**src/logic/isa_pkg.sv**
```systemverilog
//////////////////////////////
// rv32i instruction formats
// opcode and funct codes
// union view of one instruction word
//////////////////////////////

package isa_pkg;

  //////////////////////////////
  // opcodes
  //////////////////////////////

  localparam logic [6:0] OPC_OP     = 7'b0110011; // register-register alu group
  localparam logic [6:0] OPC_OP_IMM = 7'b0010011; // register-immediate alu group

  //////////////////////////////
  // funct codes
  //////////////////////////////

  localparam logic [2:0] F3_ADD  = 3'b000; // add, sub, addi
  localparam logic [2:0] F3_SLL  = 3'b001; // sll, slli
  localparam logic [2:0] F3_SLT  = 3'b010; // signed compare
  localparam logic [2:0] F3_SLTU = 3'b011; // unsigned compare
  localparam logic [2:0] F3_XOR  = 3'b100;
  localparam logic [2:0] F3_SRL  = 3'b101; // srl and sra share this
  localparam logic [2:0] F3_OR   = 3'b110;
  localparam logic [2:0] F3_AND  = 3'b111;

  localparam logic [6:0] F7_BASE = 7'b0000000; // normal form
  localparam logic [6:0] F7_ALT  = 7'b0100000; // sub, sra, srai

  //////////////////////////////
  // formats
  //////////////////////////////

  typedef struct packed {
    logic [6:0] funct7; // [31:25]
    logic [4:0] rs2;    // [24:20]
    logic [4:0] rs1;    // [19:15]
    logic [2:0] funct3; // [14:12]
    logic [4:0] rd;     // [11:7]
    logic [6:0] opcode; // [6:0]
  } instr_r_t;

  typedef struct packed {
    logic [11:0] imm12;  // signed immediate, shamt in low bits
    logic [4:0]  rs1;
    logic [2:0]  funct3;
    logic [4:0]  rd;
    logic [6:0]  opcode;
  } instr_i_t;

  // same 32 bits read as r-type or i-type
  typedef union packed {
    instr_r_t rtype;
    instr_i_t itype;
  } instr_u;

endpackage

```
**src/logic/core_pkg.sv**
```systemverilog
//////////////////////////////
// register file sizes
// alu operation codes
// control and write-back structs
//////////////////////////////

package core_pkg;

  localparam int XLEN    = 32;              // register width
  localparam int NUM_REG = 32;              // x0..x31
  localparam int REG_AW  = $clog2(NUM_REG); // 5 address bits
  localparam int SHAMT_W = $clog2(XLEN);    // shift amount bits

  //////////////////////////////
  // alu operations
  //////////////////////////////

  typedef enum logic [3:0] {
    ALU_ADD  = 4'd0,
    ALU_SUB  = 4'd1,
    ALU_SLL  = 4'd2,
    ALU_SLT  = 4'd3,  // signed less-than
    ALU_SLTU = 4'd4,  // unsigned less-than
    ALU_XOR  = 4'd5,
    ALU_SRL  = 4'd6,
    ALU_SRA  = 4'd7,  // keeps sign bit
    ALU_OR   = 4'd8,
    ALU_AND  = 4'd9
  } alu_op_e;

  //////////////////////////////
  // structs between blocks
  //////////////////////////////

  typedef struct packed {
    logic              valid;   // instruction strobe
    logic              illegal; // opcode or funct not supported
    logic              we;      // writes a register, never x0
    logic [REG_AW-1:0] rd;
    logic [REG_AW-1:0] rs1;
    logic [REG_AW-1:0] rs2;
    logic              use_imm; // immediate replaces rs2
    logic [XLEN-1:0]   imm;     // sign-extended imm12
    alu_op_e           alu_op;
  } ctrl_t;

  typedef struct packed {
    logic              valid;   // one cycle after the strobe
    logic              illegal;
    logic [REG_AW-1:0] rd;      // zero when nothing is written
    logic [XLEN-1:0]   data;
  } wb_t;

endpackage

```
**src/logic/exec_ctrl.sv**
```systemverilog
//////////////////////////////
// control block decoding one
// instruction into ctrl_t
//////////////////////////////

`timescale 1ns/10ps

module exec_ctrl (
  input  logic            instr_valid_i, // one-cycle instruction strobe
  input  isa_pkg::instr_u instr_i,       // raw instruction word
  output core_pkg::ctrl_t ctrl_o         // combinational decoded control
);

  //////////////////////////////
  // signals
  //////////////////////////////

  logic                      is_op;     // register-register group
  logic                      is_op_imm; // register-immediate group
  logic                      bad_funct; // funct combination not listed
  logic                      illegal;
  logic                      we;
  logic [2:0]                funct3;    // same bits in both views
  logic [6:0]                imm_hi;    // imm12[11:5] checked on shifts
  logic [core_pkg::XLEN-1:0] imm_sext;
  core_pkg::alu_op_e         alu_op;

  // plain funct3 mapping for all base forms
  function automatic core_pkg::alu_op_e base_op(input logic [2:0] f3);
    case (f3)
      isa_pkg::F3_ADD:  return core_pkg::ALU_ADD;
      isa_pkg::F3_SLL:  return core_pkg::ALU_SLL;
      isa_pkg::F3_SLT:  return core_pkg::ALU_SLT;
      isa_pkg::F3_SLTU: return core_pkg::ALU_SLTU;
      isa_pkg::F3_XOR:  return core_pkg::ALU_XOR;
      isa_pkg::F3_SRL:  return core_pkg::ALU_SRL;
      isa_pkg::F3_OR:   return core_pkg::ALU_OR;
      isa_pkg::F3_AND:  return core_pkg::ALU_AND;
      default:          return core_pkg::ALU_ADD;
    endcase
  endfunction

  //////////////////////////////
  // field extraction
  //////////////////////////////

  assign is_op     = (instr_i.rtype.opcode == isa_pkg::OPC_OP);
  assign is_op_imm = (instr_i.itype.opcode == isa_pkg::OPC_OP_IMM);
  assign funct3    = instr_i.rtype.funct3;
  assign imm_hi    = instr_i.itype.imm12[11:5];
  assign imm_sext  = {{(core_pkg::XLEN-12){instr_i.itype.imm12[11]}}, instr_i.itype.imm12};

  //////////////////////////////
  // funct decode
  //////////////////////////////

  always_comb begin
    alu_op    = base_op(funct3);
    bad_funct = 1'b0;
    if (is_op) begin
      if (instr_i.rtype.funct7 == isa_pkg::F7_ALT) begin
        case (funct3)
          isa_pkg::F3_ADD: alu_op = core_pkg::ALU_SUB;
          isa_pkg::F3_SRL: alu_op = core_pkg::ALU_SRA;
          default:         bad_funct = 1'b1; // no alt form
        endcase
      end else if (instr_i.rtype.funct7 != isa_pkg::F7_BASE) begin
        bad_funct = 1'b1;
      end
    end else if (is_op_imm) begin
      if (funct3 == isa_pkg::F3_SLL) begin
        bad_funct = (imm_hi != isa_pkg::F7_BASE); // slli only
      end else if (funct3 == isa_pkg::F3_SRL) begin
        if (imm_hi == isa_pkg::F7_ALT) begin
          alu_op = core_pkg::ALU_SRA; // srai
        end else if (imm_hi != isa_pkg::F7_BASE) begin
          bad_funct = 1'b1;
        end
      end
    end
  end

  assign illegal = instr_valid_i & (~(is_op | is_op_imm) | bad_funct);
  assign we      = instr_valid_i & ~illegal & (instr_i.rtype.rd != '0); // x0 never written

  //////////////////////////////
  // output
  //////////////////////////////

  assign ctrl_o = '{
    valid:   instr_valid_i,
    illegal: illegal,
    we:      we,
    rd:      instr_i.rtype.rd,
    rs1:     instr_i.rtype.rs1,
    rs2:     instr_i.rtype.rs2,  // holds imm bits on i-type
    use_imm: is_op_imm,
    imm:     imm_sext,
    alu_op:  alu_op
  };

endmodule

```
**src/logic/reg_file.sv**
```systemverilog
//////////////////////////////
// 32-entry register file
// two read ports, one write port
//////////////////////////////

`timescale 1ns/10ps

module reg_file (
  input  logic                        clk_i,      // core clock
  input  logic                        rst_n_i,    // sync active-low reset
  input  logic [core_pkg::REG_AW-1:0] rs1_addr_i, // source 1 address
  input  logic [core_pkg::REG_AW-1:0] rs2_addr_i, // source 2 address
  input  core_pkg::wb_t               wr_i,       // write-back stage
  output logic [core_pkg::XLEN-1:0]   rs1_data_o, // source 1 data
  output logic [core_pkg::XLEN-1:0]   rs2_data_o  // source 2 data
);

  //////////////////////////////
  // storage
  //////////////////////////////

  logic [core_pkg::NUM_REG-1:1][core_pkg::XLEN-1:0] regs_q; // x1..x31 with no x0 storage
  logic                                              wr_en;

  // rd is already zero when the instruction does not write
  assign wr_en = wr_i.valid & ~wr_i.illegal & (wr_i.rd != '0);

  always_ff @(posedge clk_i) begin
    if (!rst_n_i) begin
      regs_q <= '0; // all registers start at zero
    end else if (wr_en) begin
      regs_q[wr_i.rd] <= wr_i.data;
    end
  end

  //////////////////////////////
  // read muxes
  //////////////////////////////

  always_comb begin
    rs1_data_o = '0; // x0 reads zero
    rs2_data_o = '0;
    if (rs1_addr_i != '0) begin
      rs1_data_o = regs_q[rs1_addr_i];
    end
    if (rs2_addr_i != '0) begin
      rs2_data_o = regs_q[rs2_addr_i];
    end
  end

  a_write_reads_back: assert property (
    @(posedge clk_i) disable iff (!rst_n_i)
      wr_en |=>
        ((rs1_addr_i != $past(wr_i.rd)) || (rs1_data_o == $past(wr_i.data))) &&
        ((rs2_addr_i != $past(wr_i.rd)) || (rs2_data_o == $past(wr_i.data)))
  ) else $error("reg_file: read after write returned stale data");

endmodule

```
**src/logic/alu.sv**
```systemverilog
//////////////////////////////
// alu operations and the
// registered write-back stage
//////////////////////////////

`timescale 1ns/10ps

module alu (
  input  logic                      clk_i,      // core clock
  input  logic                      rst_n_i,    // sync active-low reset
  input  core_pkg::ctrl_t           ctrl_i,     // from exec_ctrl
  input  logic [core_pkg::XLEN-1:0] rs1_data_i, // first operand
  input  logic [core_pkg::XLEN-1:0] rs2_data_i, // second operand unless imm
  output core_pkg::wb_t             wb_o        // write-back one cycle later
);

  //////////////////////////////
  // operands and result
  //////////////////////////////

  logic [core_pkg::XLEN-1:0]    op_b;   // rs2 or immediate
  logic [core_pkg::SHAMT_W-1:0] shamt;  // low 5 bits only
  logic [core_pkg::XLEN-1:0]    result;

  logic                         valid_q;
  logic                         illegal_q;
  logic [core_pkg::REG_AW-1:0]  rd_q;
  logic [core_pkg::XLEN-1:0]    data_q;

  assign op_b  = ctrl_i.use_imm ? ctrl_i.imm : rs2_data_i;
  assign shamt = op_b[core_pkg::SHAMT_W-1:0];

  always_comb begin
    case (ctrl_i.alu_op)
      core_pkg::ALU_ADD:  result = rs1_data_i + op_b;
      core_pkg::ALU_SUB:  result = rs1_data_i - op_b;
      core_pkg::ALU_SLL:  result = rs1_data_i << shamt;
      core_pkg::ALU_SLT:  result = {31'd0, $signed(rs1_data_i) < $signed(op_b)};
      core_pkg::ALU_SLTU: result = {31'd0, rs1_data_i < op_b};
      core_pkg::ALU_XOR:  result = rs1_data_i ^ op_b;
      core_pkg::ALU_SRL:  result = rs1_data_i >> shamt;
      core_pkg::ALU_SRA:  result = $unsigned($signed(rs1_data_i) >>> shamt); // sign fill
      core_pkg::ALU_OR:   result = rs1_data_i | op_b;
      core_pkg::ALU_AND:  result = rs1_data_i & op_b;
      default:            result = '0;
    endcase
  end

  //////////////////////////////
  // write-back register
  //////////////////////////////

  always_ff @(posedge clk_i) begin
    if (!rst_n_i) begin
      valid_q   <= 1'b0;
      illegal_q <= 1'b0;
    end else begin
      valid_q   <= ctrl_i.valid;   // illegal words pulse valid too
      illegal_q <= ctrl_i.illegal;
    end
  end

  always_ff @(posedge clk_i) begin
    rd_q   <= ctrl_i.we ? ctrl_i.rd : '0;        // x0 when nothing written
    data_q <= ctrl_i.illegal ? '0 : result;      // no stray data on illegal
  end

  assign wb_o = '{valid: valid_q, illegal: illegal_q, rd: rd_q, data: data_q};

  a_illegal_no_rd: assert property (
    @(posedge clk_i) disable iff (!rst_n_i)
      ctrl_i.illegal |=> (wb_o.rd == '0)
  ) else $error("alu: write-back rd set for an illegal instruction");

endmodule

```
**src/logic/exec_top.sv**
```systemverilog
//////////////////////////////
// execute slice top level
//////////////////////////////

`timescale 1ns/10ps

module exec_top (
  input  logic            clk_i,         // core clock
  input  logic            rst_n_i,       // sync reset, active low
  input  logic            instr_valid_i, // one-cycle instruction strobe
  input  isa_pkg::instr_u instr_i,       // instruction word
  output core_pkg::wb_t   wb_o           // write-back port
);

  //////////////////////////////
  // wires
  //////////////////////////////

  core_pkg::ctrl_t           ctrl;     // decoded control
  logic [core_pkg::XLEN-1:0] rs1_data;
  logic [core_pkg::XLEN-1:0] rs2_data;

  //////////////////////////////
  // instances
  //////////////////////////////

  exec_ctrl u_exec_ctrl (
    .instr_valid_i(instr_valid_i),
    .instr_i      (instr_i),
    .ctrl_o       (ctrl)
  );

  reg_file u_reg_file (
    .clk_i     (clk_i),
    .rst_n_i   (rst_n_i),
    .rs1_addr_i(ctrl.rs1),
    .rs2_addr_i(ctrl.rs2),
    .wr_i      (wb_o),     // write port fed from registered stage
    .rs1_data_o(rs1_data),
    .rs2_data_o(rs2_data)
  );

  alu u_alu (
    .clk_i     (clk_i),
    .rst_n_i   (rst_n_i),
    .ctrl_i    (ctrl),
    .rs1_data_i(rs1_data),
    .rs2_data_i(rs2_data),
    .wb_o      (wb_o)
  );

endmodule

```
**config.mk**
```make
export PLATFORM = sky130hd
export DESIGN_NAME = exec_top
export DESIGN_NICKNAME = d
export VERILOG_FILES = /design/src/logic/isa_pkg.sv /design/src/logic/core_pkg.sv /design/src/logic/exec_ctrl.sv /design/src/logic/reg_file.sv /design/src/logic/alu.sv /design/src/logic/exec_top.sv
export SDC_FILE = /design/constraint.sdc
export NUM_CORES = 2
export LEC_CHECK = 0
export BUFFER_PORTS_ARGS = -buffer_cell sky130_fd_sc_hd__buf_2
export CORE_AREA = 2 2 435 437
export CTS_BUF_LIST = sky130_fd_sc_hd__clkbuf_4
export CTS_CLUSTER_SIZE = 8
export DETAILED_ROUTE_END_ITERATION = 6
export DIE_AREA = 0 0 437 439
export PLACE_DENSITY = 0.48
export SLEW_MARGIN = 40
export SYNTH_ARGS = -nofsm -noshare
export SYNTH_HDL_FRONTEND = slang
export SYNTH_SLANG_ARGS = --single-unit
```
**constraint.sdc**
```tcl
create_clock -name clk_i -period 12.4 [get_ports clk_i]
set_clock_uncertainty 0.1 [all_clocks]
set_input_delay 0.62 -clock clk_i [delete_from_list [all_inputs] [get_ports clk_i]]
set_output_delay 0.62 -clock clk_i [all_outputs]
set_load 0.05 [all_outputs]
```
After elaboration in Yosys (flattened, before gate mapping) --
Memory sizes are Yosys's and may differ from the RTL's. Cells that the tools add are included.
Operators by class: $add $sub $neg 2, $lt $le $gt $ge 6, equal/unequal tests 14, shift operators 3, multiplexer cells 26, bitwise gates (word level) 13, reduce and logical (&&, ||, !) cells 9
Operators by type and width (number):
- 992-bit bitwise mux | 1
- 32-bit binary-select mux with 5-bit select | 2
- 32-bit one-hot mux with 10 select lines | 1
- 32-bit two-way mux | 6
- 32-bit demux with 5-bit select | 1
- 32-bit < comparator | 2
- 32-bit adder | 1
- 32-bit AND | 1
- 32-bit OR | 1
- 32-bit by 5-bit left shift with 32-bit output | 1
- 32-bit by 5-bit right shift with 32-bit output | 1
- 32-bit by 5-bit >>> shifter with 32-bit output | 1
- 32-bit subtractor | 1
- 32-bit XOR | 1
- 4-bit two-way mux | 6
- 5-bit nonzero test | 4
- 5-bit by 6-bit < comparator with 1-bit output, second input constant | 3
- 4-bit by 3-bit == test with 1-bit output, second input constant | 4
- 7-bit by 6-bit == test with 1-bit output, second input constant | 2
- 4-bit by 2-bit == test with 1-bit output, second input constant | 2
- 4-bit == test, second input constant | 2
- 1-bit two-way mux | 8
- 4-bit one-hot mux with 2 select lines | 1
- 7-bit by 5-bit == test with 1-bit output, second input constant | 1
- other kinds (12) | 19
Storage, ports and cells: flip-flop bits (word level) 1031, memory bits (read-only) 32, bits of input ports 35, output and inout bits 39, word-level logic and storage cells 109, memories kept 1
Memory list:
- (name not given) | depth 8, width 4, rd ports 1, clocked after memory_dff 0, wr ports 0, line exec_ctrl.sv:30 | case (f3)

Logic depth before layout (Yosys ltp) --
depth in word-level cells 12, mapped depth 27

Hierarchy --
From an unflattened synthesis, not the netlist that was laid out.
Second synthesis, totals: cells, all modules 7441, area total of the unflattened synthesis 63374.5 um2
By module, submodules not included:
- reg_file | instances 1, cells each 5922, area each 52660.5 um2, seq. area each 19859.0 um2
- alu | instances 1, cells each 1435, area each 10063.4 um2, seq. area each 780.7 um2
- exec_ctrl | instances 1, cells each 84, area each 650.6 um2, seq. area each 0.0 um2

Least setup slack after synthesis --
Ideal clock, no wire load.
path kind input to register, start in instr_i[20] (netlist bit), end reg u_alu.data_q[31] (netlist bit), data arrival time 5889 ps, setup slack 6330 ps, cell stages on the path 22, cells stage by stage buf_6 > buf_8 > buf_6 > buf_4 > buf_4 > buf_1 > mux4_2 > mux4_2 > o21ai_0 > nand2_1 > o21a_1 > ha_1 > o21bai_1 > a21oi_1 > a21boi_0 > o211ai_1 > a21oi_1 > nor4_1 > o41ai_1 > and4b_1 > o21ai_0 > a41oi_1
Between the ends: longest elaborated chain between the ends 6, elaborated cells on any way between the ends 14, those cells by class 2 x add/sub; 3 x shift; 5 x mux; 3 x bitwise; 1 x reduce/logical
RTL lines:
- start: declaration | line exec_top.sv:11 | input isa_pkg::instr_u instr_i,
- 32-bit binary-select mux with 5-bit select | line reg_file.sv:47 | rs2_data_o = regs_q[rs2_addr_i];
- 32-bit two-way mux (not written as such) | line reg_file.sv:47
- 32-bit two-way mux | line reg_file.sv:46 | if (rs2_addr_i != '0) begin
- 32-bit two-way mux (*) | line alu.sv:30 | assign op_b = ctrl_i.use_imm ? ctrl_i.imm : rs2_data_i;
- 32-bit subtractor (tied with other cells) | line alu.sv:36 | core_pkg::ALU_SUB: result = rs1_data_i - op_b;
- 32-bit one-hot mux with 10 select lines (*) | line alu.sv:34 | case (ctrl_i.alu_op)
- end signal: assignment | line alu.sv:65 | data_q <= ctrl_i.illegal ? '0 : result;
- end: declaration | line alu.sv:28 | logic [core_pkg::XLEN-1:0] data_q;
Every way passes the cells marked *; elsewhere a longest branch is shown, timed or not. The select of a mux whose other input is x is not followed. A chain may end at the register's enable or synchronous reset.

Worst setup path after layout --
start in instr_i[20] (netlist bit), end reg u_alu.data_q[21] (netlist bit)
Same word-level chain as after synthesis.

==> impl_metrics.tcl <==
set metrics [dict create \
    drv_slew 0 \
    worstPathRequired_ns 13.57 \
    min_path_cells 6 \
    seqCellArea_um2 20600 \
    rsz0062_at_grt "false" \
    holdCritStartpoint "instr_i[13]" \
    worst-path-buf-inv 3 \
    drtPass1Iterations 6 \
    async_reset_ff_share_pct 0 \
    vdd_drop_max_mv 0.0940 \
    ctsResizeCount 0 \
    synth_fp_nets 7520 \
    hold_viol 0 \
    worstPathMaxFanout 78 \
    ys_seq_elements 1031 \
    reg2reg_depth 16 \
    cap_violations 0 \
    setup_violations 0 \
    crit_chain "buf_8 -> buf_12 -> buf_4 -> mux4_2 -> mux4_2 -> nand2_1 -> a31oi_1 -> ha_1 -> a21oi_1 -> o21bai_1 -> a21oi_1 -> a211oi_1 -> nor3_1 -> a21oi_1 -> nand2_1 -> o311ai_0 -> a31oi_1 -> a41oi_1" \
    wl_um 317000 \
    initial_core_util_pct 33.9 \
    synth_edf_count 0 \
    synth_ff_type "dfxtp_1" \
    cp_slowest_cell "buf_4" \
    path_class "in2reg" \
    hold-worst-slack_ns 0.0770 \
    die_width_um 437 \
    cp_common_cell "a21oi_1" \
    seq_area_frac_synth_pct 32.5 \
    grt-ovfl-total 0 \
    fmaxAchievable_mhz 153 \
    antenna_left 0 \
    min_period_ns 6.52 \
    insertion_delay_ns 1.40 \
    avgRoutedWirePerCell_um 31.7 \
    fin_crit_sh_pct 52.6 \
    multiInputGateArea_um2 39600 \
    die_y_um 439 \
    powerDensity_nw_per_um2 113 \
    num_vias 60500 \
    drc 0 \
    syn_area_per_cell_um2 8.59 \
    hp-class "in2reg" \
    area_delta_synth_final_pct 10.5 \
    numPortBuffers 73 \
    post-place-ws_ns 4.62 \
    cts_buffer_depth 4 \
    crit_path_max_incr_delay_ns 0.70 \
    setup_ws_ns 5.88 \
    reg2reg_to "u_alu.data_q[31]" \
    die_area_um2 192000 \
    cts_tree "built" \
    cts_max_level 5 \
    antenna_found_initial 9 \
    cts-buffers-inserted 327 \
    rr_startpoint "u_reg_file.regs_q[548]" \
    relSlewSlack_pct 33.5 \
    clk_pin_slew_ns 0.06 \
    worst_setup_path_start_kind "input port" \
    grt_pass1_wl_um 445000 \
    status "completed" \
    power.total_mw 7.94 \
    cts_num_sinks 1031 \
    placementRows 159 \
    drive_gt1_share_pct 18.5 \
    ctsRootBufferMaster "clkbuf_4" \
    coreArea_um2 187000 \
    worst-path-stages 18 \
    hold_end "u_alu.data_q[22]" \
    post_cts_buffers 0 \
    hpwlAfterDp_um 203000 \
    cellLeakagePower_nw 23.4 \
    fin_nets 7450 \
    grt_util_all_layers_pct 32.1 \
    syn_area_um2 63400 \
    cp-end-kind "flop" \
    synthCells 7379 \
    tns_ns 0 \
    critPathTopFamily "compound AO/OA/AOI/OAI gates" \
    io_pins 74 \
    rrSetupSlack_ns 6.28 \
    ys_types 110 \
    place_congestion 0.989 \
    final_util_pct 37.5 \
    num-fill-cells 19300 \
    ys.warnings.count 0 \
    avgViaCountPerCell 6.04 \
    grt_max_degree 206 \
    drtIter0Drc 7386 \
    crit_arrival_ns 7.69 \
    grt_pass1_vias 57400 \
    tightest_slew_ns 0.993 \
]
## per-layer routing
metal / vias to the layer above / part of all wire [%] / global-route usage [%]
met5: - / 0.010 / 0
met4: 4 / 6.1 / 17.7
met3: 704 / 8.5 / 5.90
met2: 3369 / 44 / 49.0
met1: 30300 / 41 / 42.7
li1: 26100 / - / -
## Yosys cell counts, drive strengths merged (12+ instances only)
cell | number | area share, %
nor2b | 34 | 0.34
nand4 | 25 | 0.26
ha | 104 | 2.1
a31oi | 71 | 0.73
or3 | 19 | 0.19
o21a | 12 | 0.15
nor4 | 13 | 0.15
nand2 | 2268 | 13
and2 | 18 | 0.18
o22a | 15 | 0.21
o31ai | 15 | 0.18
mux4 | 399 | 14
dfxtp | 1031 | 33
mux2i | 265 | 4.2
o211ai | 51 | 0.60
and3 | 29 | 0.29
nor3 | 55 | 0.45
a22oi | 82 | 1.0
a2111oi | 15 | 0.24
a21oi | 160 | 1.3
nand2b | 19 | 0.19
o221ai | 40 | 0.57
a21boi | 997 | 12
a32oi | 15 | 0.21
a221oi | 52 | 0.76
o21ai | 144 | 1.1
a22o | 22 | 0.30
buf | 180 | 2.0
o21bai | 18 | 0.21
inv | 107 | 0.63
nand3 | 57 | 0.45
mux2 | 85 | 1.5
xnor2 | 18 | 0.25
a221o | 16 | 0.25
clkbuf | 527 | 3.1
a211oi | 41 | 0.50
a21o | 19 | 0.22
o22ai | 29 | 0.29
nor2 | 189 | 1.1
## worst max path at each step
stage                 from               end  slack, ns
6_report       instr_i[20]  u_alu.data_q[21]       5.88
2_1_floorplan  instr_i[20]  u_alu.data_q[31]       6.33
5_1_grt        instr_i[20]   u_alu.data_q[0]       5.79
4_1_cts        instr_i[20]   u_alu.data_q[0]       6.07
3_3_place_gp   instr_i[20]  u_alu.data_q[21]       4.52
3_5_place_dp   instr_i[20]   u_alu.data_q[0]       4.62
## final cells by class
type,count,area share (%)
multi-input combinational,5530,56.5
tap,2495,4.45
antenna,18,0.0643
inverter,111,0.614
timing repair buffer,308,3.63
sequential,1031,29.5
clock inverter,74,0.445
clock buffer,448,4.80
## stage by stage
step | std cells | instance area, um2
CTS | 9993 | 69900
floorplan | 7379 | 63400
global route | 10000 | 70100
finish | 10000 | 70100
detailed placement | 9448 | 66000
global placement | 9439 | 65700
## cell families after synthesis
kind of cell    count (synthesis)  synth area share (%)
compound gates               1894                  21.8
xor+xnor                       22                 0.304
fa+ha+maj                     106                  2.12
buf+inv                       818                  5.81
flops                        1031                  32.5
mux                           749                  19.9
simple gates                 2759                  17.5
## flip-flops by register name, indices dropped and copies added (netlist names)
register / flops
u_alu.rd_q: 5
u_reg_file.regs_q: 992
u_alu.illegal_q: 1
u_alu.data_q: 32
u_alu.valid_q: 1
## power breakdown
part / switching (mW) / total [mW] / internal [mW]
Sequential: 0.0261 / 3.35 / 3.32
Combinational: 0.929 / 1.29 / 0.356
Clock: 1.64 / 3.30 / 1.67
Total: 2.59 / 7.94 / 5.35
## worst reg2reg max path, cell delays in order (launching register included)
cell and delay (ns):
dfxtp_1 0.32, mux4_2 0.51, a21oi_1 0.55, o21ai_0 0.20, nand2_1 0.41, inv_1 0.14, ha_1 0.38, o21bai_1 0.12
a21oi_1 0.37, a21boi_0 0.78, o211ai_1 0.41, a21oi_1 0.39, nor4_1 0.14, o41ai_2 0.56, and4b_1 0.27, o21ai_0 0.10
a41oi_1 0.24
## what timing repair did
item / 4_1_cts / 5_1_grt
setup endpoints to repair: 0 / 0
hold endpoints to repair: 175 / 0
hold buffers: 23 / 0
## layout by cell type, fill, tap and decap left out, types with 79 or more instances in the layout
cell type,count
ha_1,104
buf_4,189
clkbuf_4,448
nand2_1,2241
mux2_2,79
a21oi_1,156
nor2_1,158
o21ai_0,132
inv_1,102
a21boi_0,997
mux2i_1,262
dfxtp_1,1025
mux4_2,397
Note: power is estimated with default switching activity, not from simulation.
